## src/logic/i2c_pkg.sv

```systemverilog
package i2c_pkg;

    // SCL timing base
    localparam int CLKS_PER_QUARTER = 5;
    localparam int QUARTERS_PER_BIT = 4;

    localparam int APB_ADDR_W = 4;
    localparam int APB_DATA_W = 32;

    // Register offsets
    localparam logic [APB_ADDR_W-1:0] REG_TX     = 4'h0;  // Data 7:0, target address 14:8
    localparam logic [APB_ADDR_W-1:0] REG_STATUS = 4'h4;

    // Status word bits
    localparam int ST_BUSY = 0;
    localparam int ST_DONE = 1;
    localparam int ST_NACK = 2;

    typedef struct packed {
        logic [6:0] addr;
        logic [7:0] data;
    } i2c_frame_t;

endpackage
```

## src/logic/i2c_req_if.sv

```systemverilog
`timescale 1ns/1ps

interface i2c_req_if import i2c_pkg::*; ();

    logic       req_valid;
    i2c_frame_t frame;
    logic       req_ready;
    logic       done;       // One-cycle pulse
    logic       nack;       // Valid with done

    modport requester (
        output req_valid,
        output frame,
        input  req_ready,
        input  done,
        input  nack
    );

    modport responder (
        input  req_valid,
        input  frame,
        output req_ready,
        output done,
        output nack
    );

endinterface

```

## src/logic/i2c_subsystem_top.sv

```systemverilog
`timescale 1ns/1ps

module i2c_subsystem_top import i2c_pkg::*; (
    input  logic                  i_clk,
    input  logic                  i_reset,
    input  logic                  i_psel_0,
    input  logic                  i_penable_0,
    input  logic                  i_pwrite_0,
    input  logic [APB_ADDR_W-1:0] i_paddr_0,
    input  logic [APB_DATA_W-1:0] i_pwdata_0,
    output logic [APB_DATA_W-1:0] o_prdata_0,
    output logic                  o_pslverr_0,
    input  logic                  i_psel_1,
    input  logic                  i_penable_1,
    input  logic                  i_pwrite_1,
    input  logic [APB_ADDR_W-1:0] i_paddr_1,
    input  logic [APB_DATA_W-1:0] i_pwdata_1,
    output logic [APB_DATA_W-1:0] o_prdata_1,
    output logic                  o_pslverr_1,
    output logic                  o_scl,
    input  logic                  i_sda,
    output logic                  o_sda_oe
);

    i2c_req_if port0_req ();
    i2c_req_if port1_req ();
    i2c_req_if eng_req ();

    i2c_apb_port port0 (
        .i_clk     (i_clk),
        .i_reset   (i_reset),
        .i_psel    (i_psel_0),
        .i_penable (i_penable_0),
        .i_pwrite  (i_pwrite_0),
        .i_paddr   (i_paddr_0),
        .i_pwdata  (i_pwdata_0),
        .o_prdata  (o_prdata_0),
        .o_pslverr (o_pslverr_0),
        .req       (port0_req.requester)
    );

    i2c_apb_port port1 (
        .i_clk     (i_clk),
        .i_reset   (i_reset),
        .i_psel    (i_psel_1),
        .i_penable (i_penable_1),
        .i_pwrite  (i_pwrite_1),
        .i_paddr   (i_paddr_1),
        .i_pwdata  (i_pwdata_1),
        .o_prdata  (o_prdata_1),
        .o_pslverr (o_pslverr_1),
        .req       (port1_req.requester)
    );

    i2c_arbiter arbiter (
        .i_clk   (i_clk),
        .i_reset (i_reset),
        .req0    (port0_req.responder),
        .req1    (port1_req.responder),
        .eng     (eng_req.requester)
    );

    i2c_master engine (
        .i_clk    (i_clk),
        .i_reset  (i_reset),
        .req      (eng_req.responder),
        .o_scl    (o_scl),
        .i_sda    (i_sda),
        .o_sda_oe (o_sda_oe)
    );

endmodule

```

## src/logic/i2c_master.sv

```systemverilog
`timescale 1ns/1ps

module i2c_master import i2c_pkg::*; (
    input  logic         i_clk,
    input  logic         i_reset,
    i2c_req_if.responder req,
    output logic         o_scl,
    input  logic         i_sda,
    output logic         o_sda_oe      // Pull SDA low
);

    // Phase counts half clocks in steps of two, so a bit lasts 2 x CLKS_PER_QUARTER clocks
    localparam int PH_W = $clog2(QUARTERS_PER_BIT * CLKS_PER_QUARTER);
    localparam logic [PH_W-1:0] PH_STEP     = PH_W'(2);
    localparam logic [PH_W-1:0] PH_HALF_END = PH_W'(2 * CLKS_PER_QUARTER - 2);
    localparam logic [PH_W-1:0] PH_BIT_END  = PH_W'(QUARTERS_PER_BIT * CLKS_PER_QUARTER - 2);
    localparam logic [PH_W-1:0] PH_SAMPLE   = PH_W'(2 * CLKS_PER_QUARTER);

    typedef enum logic [3:0] {
        IDLE,
        START_A,
        START_B,
        ADDR,
        ADDR_ACK,
        DATA,
        DATA_ACK,
        STOP_A,
        STOP_B
    } state_e;

    state_e          state;
    state_e          state_next;
    logic [PH_W-1:0] ph;
    logic [PH_W-1:0] ph_next;
    logic [1:0]      quarter;
    logic            scl_high;
    logic [2:0]      bit_cnt;
    logic [2:0]      bit_cnt_next;
    logic [7:0]      shreg;
    logic [7:0]      data_byte;
    logic            nack_r;
    logic            nack_next;
    logic            scl_next;
    logic            oe_next;

    assign quarter  = 2'(ph / CLKS_PER_QUARTER);
    assign scl_high = (quarter == 2'd1) || (quarter == 2'd2);
    assign req.nack = nack_r;

    always_comb begin
        state_next    = state;
        ph_next       = ph + PH_STEP;
        bit_cnt_next  = bit_cnt;
        nack_next     = nack_r;
        scl_next      = 1'b1;
        oe_next       = 1'b0;
        req.req_ready = 1'b0;
        req.done      = 1'b0;

        case (state)
            IDLE: begin
                req.req_ready = 1'b1;
                ph_next       = '0;
                if (req.req_valid) begin
                    state_next   = START_A;
                    ph_next      = PH_STEP;     // Accept cycle is the first START clock
                    bit_cnt_next = '0;
                    nack_next    = 1'b0;
                end
            end
            START_A: begin
                oe_next = 1'b1;                 // SDA falls with SCL high
                if (ph == PH_HALF_END) begin
                    state_next = START_B;
                    ph_next    = '0;
                end
            end
            START_B: begin
                scl_next = 1'b0;
                oe_next  = 1'b1;
                if (ph == PH_HALF_END) begin
                    state_next = ADDR;
                    ph_next    = '0;
                end
            end
            ADDR, DATA: begin
                scl_next = scl_high;
                oe_next  = ~shreg[7];
                if (ph == PH_BIT_END) begin
                    ph_next      = '0;
                    bit_cnt_next = bit_cnt + 3'd1;
                    if (bit_cnt == 3'd7)
                        state_next = (state == ADDR) ? ADDR_ACK : DATA_ACK;
                end
            end
            ADDR_ACK, DATA_ACK: begin
                scl_next = scl_high;
                if (ph == PH_SAMPLE)
                    nack_next = i_sda;          // Middle of SCL high
                if (ph == PH_BIT_END) begin
                    ph_next    = '0;
                    state_next = (state == ADDR_ACK && !nack_r) ? DATA : STOP_A;
                end
            end
            STOP_A: begin
                scl_next = (quarter != 2'd0);
                oe_next  = 1'b1;
                if (ph == PH_HALF_END) begin
                    state_next = STOP_B;
                    ph_next    = '0;
                end
            end
            STOP_B: begin
                if (ph == PH_HALF_END) begin
                    req.done   = 1'b1;
                    state_next = IDLE;
                end
            end
            default: state_next = IDLE;
        endcase
    end

    always_ff @(posedge i_clk or posedge i_reset) begin
        if (i_reset) begin
            state    <= IDLE;
            ph       <= '0;
            bit_cnt  <= '0;
            nack_r   <= 1'b0;
            o_scl    <= 1'b1;
            o_sda_oe <= 1'b0;
        end else begin
            state    <= state_next;
            ph       <= ph_next;
            bit_cnt  <= bit_cnt_next;
            nack_r   <= nack_next;
            o_scl    <= scl_next;
            o_sda_oe <= oe_next;
        end
    end

    always_ff @(posedge i_clk) begin
        if (state == IDLE && req.req_valid) begin
            shreg     <= {req.frame.addr, 1'b0};    // W bit is 0
            data_byte <= req.frame.data;
        end else if ((state == ADDR || state == DATA) && ph == PH_BIT_END) begin
            shreg <= {shreg[6:0], 1'b0};
        end else if (state == ADDR_ACK && ph == PH_BIT_END) begin
            shreg <= data_byte;
        end
    end

endmodule

```

## src/logic/i2c_arbiter.sv

```systemverilog
`timescale 1ns/1ps

module i2c_arbiter import i2c_pkg::*; (
    input  logic         i_clk,
    input  logic         i_reset,
    i2c_req_if.responder req0,
    i2c_req_if.responder req1,
    i2c_req_if.requester eng
);

    logic locked;       // Engine owned by gnt
    logic gnt;
    logic last_served;
    logic pick;
    logic sel;
    logic take;

    // Round robin only matters when both ports are waiting
    always_comb begin
        if (req0.req_valid && req1.req_valid)
            pick = ~last_served;
        else
            pick = req1.req_valid;
    end

    assign sel  = locked ? gnt : pick;
    assign take = eng.req_valid & eng.req_ready;

    assign eng.req_valid = ~locked & (sel ? req1.req_valid : req0.req_valid);
    assign eng.frame     = sel ? req1.frame : req0.frame;

    assign req0.req_ready = ~locked & eng.req_ready & ~sel;
    assign req1.req_ready = ~locked & eng.req_ready & sel;

    // Completion goes back to the owner only
    assign req0.done = locked & ~gnt & eng.done;
    assign req1.done = locked & gnt & eng.done;
    assign req0.nack = ~gnt & eng.nack;
    assign req1.nack = gnt & eng.nack;

    always_ff @(posedge i_clk or posedge i_reset) begin
        if (i_reset) begin
            locked      <= 1'b0;
            gnt         <= 1'b0;
            last_served <= 1'b1;    // Port 0 wins the first tie
        end else if (take) begin
            locked      <= 1'b1;
            gnt         <= pick;
            last_served <= pick;
        end else if (locked && eng.done) begin
            locked <= 1'b0;
        end
    end

endmodule

```

## src/logic/i2c_apb_port.sv

```systemverilog
`timescale 1ns/1ps

module i2c_apb_port import i2c_pkg::*; (
    input  logic                  i_clk,
    input  logic                  i_reset,
    input  logic                  i_psel,
    input  logic                  i_penable,
    input  logic                  i_pwrite,
    input  logic [APB_ADDR_W-1:0] i_paddr,
    input  logic [APB_DATA_W-1:0] i_pwdata,
    output logic [APB_DATA_W-1:0] o_prdata,
    output logic                  o_pslverr,
    i2c_req_if.requester          req
);

    logic       access;
    logic       hit_tx;
    logic       hit_status;
    logic       tx_write;
    logic       busy;
    logic       done_st;
    logic       nack_st;
    logic       valid_r;
    i2c_frame_t frame_r;

    assign access     = i_psel & i_penable;
    assign hit_tx     = (i_paddr == REG_TX);
    assign hit_status = (i_paddr == REG_STATUS);
    assign tx_write   = access & i_pwrite & hit_tx & ~busy;

    // Unknown offset, or a launch while a frame is still pending
    assign o_pslverr = access & ((~hit_tx & ~hit_status) | (i_pwrite & hit_tx & busy));

    always_comb begin
        o_prdata = '0;
        if (access && !i_pwrite && hit_status) begin
            o_prdata[ST_BUSY] = busy;
            o_prdata[ST_DONE] = done_st;
            o_prdata[ST_NACK] = nack_st;
        end
    end

    always_ff @(posedge i_clk) begin
        if (tx_write) begin
            frame_r.addr <= i_pwdata[14:8];
            frame_r.data <= i_pwdata[7:0];
        end
    end

    always_ff @(posedge i_clk or posedge i_reset) begin
        if (i_reset) begin
            busy    <= 1'b0;
            done_st <= 1'b0;
            nack_st <= 1'b0;
            valid_r <= 1'b0;
        end else if (tx_write) begin
            busy    <= 1'b1;
            done_st <= 1'b0;
            nack_st <= 1'b0;
            valid_r <= 1'b1;
        end else begin
            if (valid_r && req.req_ready)
                valid_r <= 1'b0;    // Handshake taken
            if (req.done) begin
                busy    <= 1'b0;
                done_st <= 1'b1;
                nack_st <= req.nack;
            end
        end
    end

    assign req.req_valid = valid_r;
    assign req.frame     = frame_r;

endmodule

```

## config.mk

```make
export PLATFORM = sky130hd
export DESIGN_NAME = i2c_subsystem_top
export DESIGN_NICKNAME = d
export VERILOG_FILES = /design/src/logic/i2c_pkg.sv /design/src/logic/i2c_req_if.sv /design/src/logic/i2c_subsystem_top.sv /design/src/logic/i2c_master.sv /design/src/logic/i2c_arbiter.sv /design/src/logic/i2c_apb_port.sv
export SDC_FILE = /design/constraint.sdc
export NUM_CORES = 1
export LEC_CHECK = 0
export ABC_CLOCK_PERIOD_IN_PS = 7600
export BUFFER_PORTS_ARGS = -buffer_cell sky130_fd_sc_hd__buf_2
export CORE_AREA = 2 2 90 92
export CTS_CLUSTER_DIAMETER = 80
export DETAILED_ROUTE_END_ITERATION = 12
export DIE_AREA = 0 0 92 94
export GPL_TIMING_DRIVEN = 1
export PLACE_DENSITY = 0.83
export SLEW_MARGIN = 0
export SYNTH_ARGS = -nofsm -noshare
export SYNTH_HDL_FRONTEND = slang
export SYNTH_SLANG_ARGS = --single-unit
```

## constraint.sdc

```tcl
create_clock -name i_clk -period 7.6 [get_ports i_clk]
set_input_delay 0 -clock i_clk [delete_from_list [all_inputs] [get_ports i_clk]]
set_output_delay 0 -clock i_clk [all_outputs]
set_load 0.05 [all_outputs]
```

==> results.sh <==
export IMPL_crit_required_ns=7.89
export IMPL_ys_ff_latch=71
export IMPL_utilization=0.6067
export IMPL_postCtsSetupBuffers=0
export IMPL_htreeDepth=3
export IMPL_grt_max_degree=26
export IMPL_antenna_found_initial=0
export IMPL_drive_gt1_frac=0.1960
export IMPL_clock_sinks=71
export IMPL_reg2reg_to="engine.o_scl$_DFF_PP1_"
export IMPL_first_pass_iters=4
export IMPL_wl_met1_mm=3.093
export IMPL_critPathArrivalTime_ns=3.70
export IMPL_slew_viol_final=0
export IMPL_critical_path_class="reg2reg"
export IMPL_hpwl_mm=4.681
export IMPL_status="complete, no violations"
export IMPL_fill_cells=573
export IMPL_drt_initial_drc_count=207
export IMPL_coreArea_mm2=0.007607
export IMPL_synth_edf_count=45
export IMPL_ios=149
export IMPL_clock_latency_ns=0.36
export IMPL_post_cts_resized=0
export IMPL_hp_start="i_sda"
export IMPL_fin_crit_sh=0.4490
export IMPL_yosysTopAreaCell="edfxtp_1"
export IMPL_io_buffers=56
export IMPL_overflow=0
export IMPL_finalHoldViolations=0
export IMPL_period_needed_ns=3.413
export IMPL_hp_class="in2reg"
export IMPL_synth_top_area_frac=0.3431
export IMPL_synth_area_mm2=0.003939
export IMPL_antenna_cells=0
export IMPL_maxClockFrequency_ghz=0.2930
export IMPL_cp_max_fo=13
export IMPL_pwr_density_cell_mw_per_mm2=186.9
export IMPL_rr_worst_depth=10
export IMPL_die_height_um=94
export IMPL_hold_end="engine.req.nack$_DFFE_PP0P_"
export IMPL_syn_avg_cell_area_um2=10.94
export IMPL_die_w_um=92
export IMPL_routabilityCongestion=0.8110
export IMPL_nNetsFinal=533
export IMPL_end_kind="flop"
export IMPL_leakagePower_nw=2.013
export IMPL_viasPerCell=5.098
export IMPL_start_util=0.5178
export IMPL_holdPathStages=4
export IMPL_cts_root_buffer_cell="clkbuf_8"
export IMPL_postRouteAntennaNets=0
export IMPL_clk_pin_slew_ns=0.08
export IMPL_tightest_slew_ns=0.9504
export IMPL_yosysWarnings=0
export IMPL_wl_mm=7.731
export IMPL_cap_violations=0
export IMPL_layout_common_cells="conb_1 (58), buf_2 (56), edfxtp_1 (45)"
export IMPL_synth_distinct_cells=60
export IMPL_synth_top_cells_by_area="edfxtp_1 (34%), dfrtp_1 (15%), buf_4 (11%)"
export IMPL_grt_pass1_wl_mm=12.77
export IMPL_yosysSeqAreaShare=0.5076
export IMPL_drc=0
export IMPL_cts_tree="built"
export IMPL_mostFrequentLayoutCell="conb_1"
export IMPL_wl_per_cell_um=14.03
export IMPL_relSlewSlack=0.3657
export IMPL_grtUsageTotal=0.1909
export IMPL_vias=2809
export IMPL_core_rowCount=32
export IMPL_rsz0062_at_grt="no"
export IMPL_rr_startpoint="engine.ph[1]$_DFF_PP0_"
export IMPL_finalSetupTns_ns=0
export IMPL_numCtsBuffers=9
export IMPL_final_setup_viol_count=0
export IMPL_fin_worst_skew_ns=0.009618
export IMPL_wl_met3_um=369
export IMPL_dieArea_mm2=0.008648
export IMPL_ys_flop_type="edfxtp_1"
export IMPL_clock_path_buffers=2
export IMPL_top_layer="met4"
export IMPL_syn_to_final_growth_pct=17.19
export IMPL_reg2reg_setup_slack_ns=4.19
export IMPL_startpoint_type="flop"
export IMPL_synthArstFlopShare=0.3521
export IMPL_cts_hold_buf=31
export IMPL_dr_wl_met2_mm=4.102
export IMPL_max_vdd_ir_drop_v=0.0002021
export IMPL_grt_pass1_vias=2769
export IMPL_syn_inst=360
[layer usage]
metal  global-route usage  vias to the layer above
met3              0.03130                       18
met1               0.2162                     1329
met2               0.3529                      110
met5                    0                        -
met4              0.08706                        0
li1                     -                     1352
[worst max path at each step]
stage                                 startpoint                     end  slack [ns]  cells past startpoint
after floorplan           engine.ph[1]$_DFF_PP0_  engine.o_scl$_DFF_PP1_        4.46                     11
after global placement    engine.ph[1]$_DFF_PP0_  engine.o_scl$_DFF_PP1_        4.33                     10
after detailed placement  engine.ph[1]$_DFF_PP0_  engine.o_scl$_DFF_PP1_        4.24                     11
after CTS                 engine.ph[1]$_DFF_PP0_  engine.o_scl$_DFF_PP1_        4.23                     11
after global routing      engine.ph[1]$_DFF_PP0_  engine.o_scl$_DFF_PP1_        4.01                     11
final                     engine.ph[1]$_DFF_PP0_  engine.o_scl$_DFF_PP1_        4.19                     10
[Yosys cell counts, types with 2 or more instances]
library cell / number
nand3b_1: 4
nand2b_1: 3
a21oi_1: 17
mux2i_1: 13
a211o_1: 2
edfxtp_1: 45
a221oi_1: 2
dfstp_2: 2
a311o_1: 2
or3_1: 4
or2_1: 2
xnor2_1: 5
nand4_1: 2
nor2b_1: 10
nor3b_1: 2
dfrtp_1: 23
a22o_1: 3
ha_1: 8
o21ai_0: 4
mux2_1: 5
inv_2: 2
nor3_1: 7
or3b_1: 2
nand2_1: 21
inv_1: 9
buf_4: 58
mux2_2: 4
a22oi_1: 8
and2_1: 8
buf_2: 3
o22ai_1: 7
o211ai_1: 2
o21ai_1: 7
nand3_1: 8
clkbuf_1: 10
nor2_1: 18
xor2_1: 2
a21o_1: 4
[critical path, cell delays in order, from the launching register on]
cell and delay (ns):
dfrtp_1 0.59, inv_1 0.15, ha_1 0.26, or3b_1 0.40, a221oi_2 0.36, o211ai_1 0.22, a311o_1 0.33, a222oi_1 0.27
ha_1 0.30, a31o_2 0.25, a211o_1 0.22
[state kept, by name (all words and copies together) (netlist names), 3 cells and up]
name	cells
engine.data_byte	8
engine.ph	4
port0.req.frame	15
port1.req.frame	15
engine.bit_cnt	3
engine.shreg	8
engine.state	4
[power breakdown]
| group | switching, W | leakage [nW] | internal (W) |
|---|---|---|---|
| registers | 0.00000317 | 0.703 | 0.000414 |
| clock network | 0.000154 | 0.110 | 0.000188 |
| logic | 0.0000790 | 1.20 | 0.0000243 |
[through the flow]
stage               total power, W  hold WS, ns  cell area, µm²  instances  setup slack [ns]
floorplan                0.0005229      0.02584            4153        417             4.458
global placement         0.0005132       0.1760            4079        504             4.332
detailed placement       0.0005152       0.1781            4079        504             4.242
CTS                      0.0008606      0.01480            4616        551             4.227
global route             0.0008916      0.03961            4616        551             4.008
finish                   0.0008625      0.01958            4616        551             4.187
[layout make-up]
class | count | area [µm²] | area share
flip-flops and latches | 71 | 1999 | 0.4332
multi-input cells | 262 | 1615 | 0.3500
repair buffers | 89 | 605.6 | 0.1312
well taps | 102 | 127.6 | 0.02765
clock buffers | 9 | 123.9 | 0.02684
clock inverters | 7 | 102.6 | 0.02223
inverters | 11 | 41.29 | 0.008946
[logic make-up (layout without fill, tap and decap cells)]
group | after synthesis | count (layout) | synth area share
compound gates | 68 | 68 | 0.1166
xor+xnor | 7 | 7 | 0.01557
fa+ha+maj | 8 | 8 | 0.02541
buf+inv | 84 | 116 | 0.1382
flops | 71 | 71 | 0.5076
mux | 22 | 22 | 0.05876
other cells | 1 | 58 | 0.0009521
simple gates | 99 | 99 | 0.1369
No activity file was read; power rests on OpenSTA's default activity.
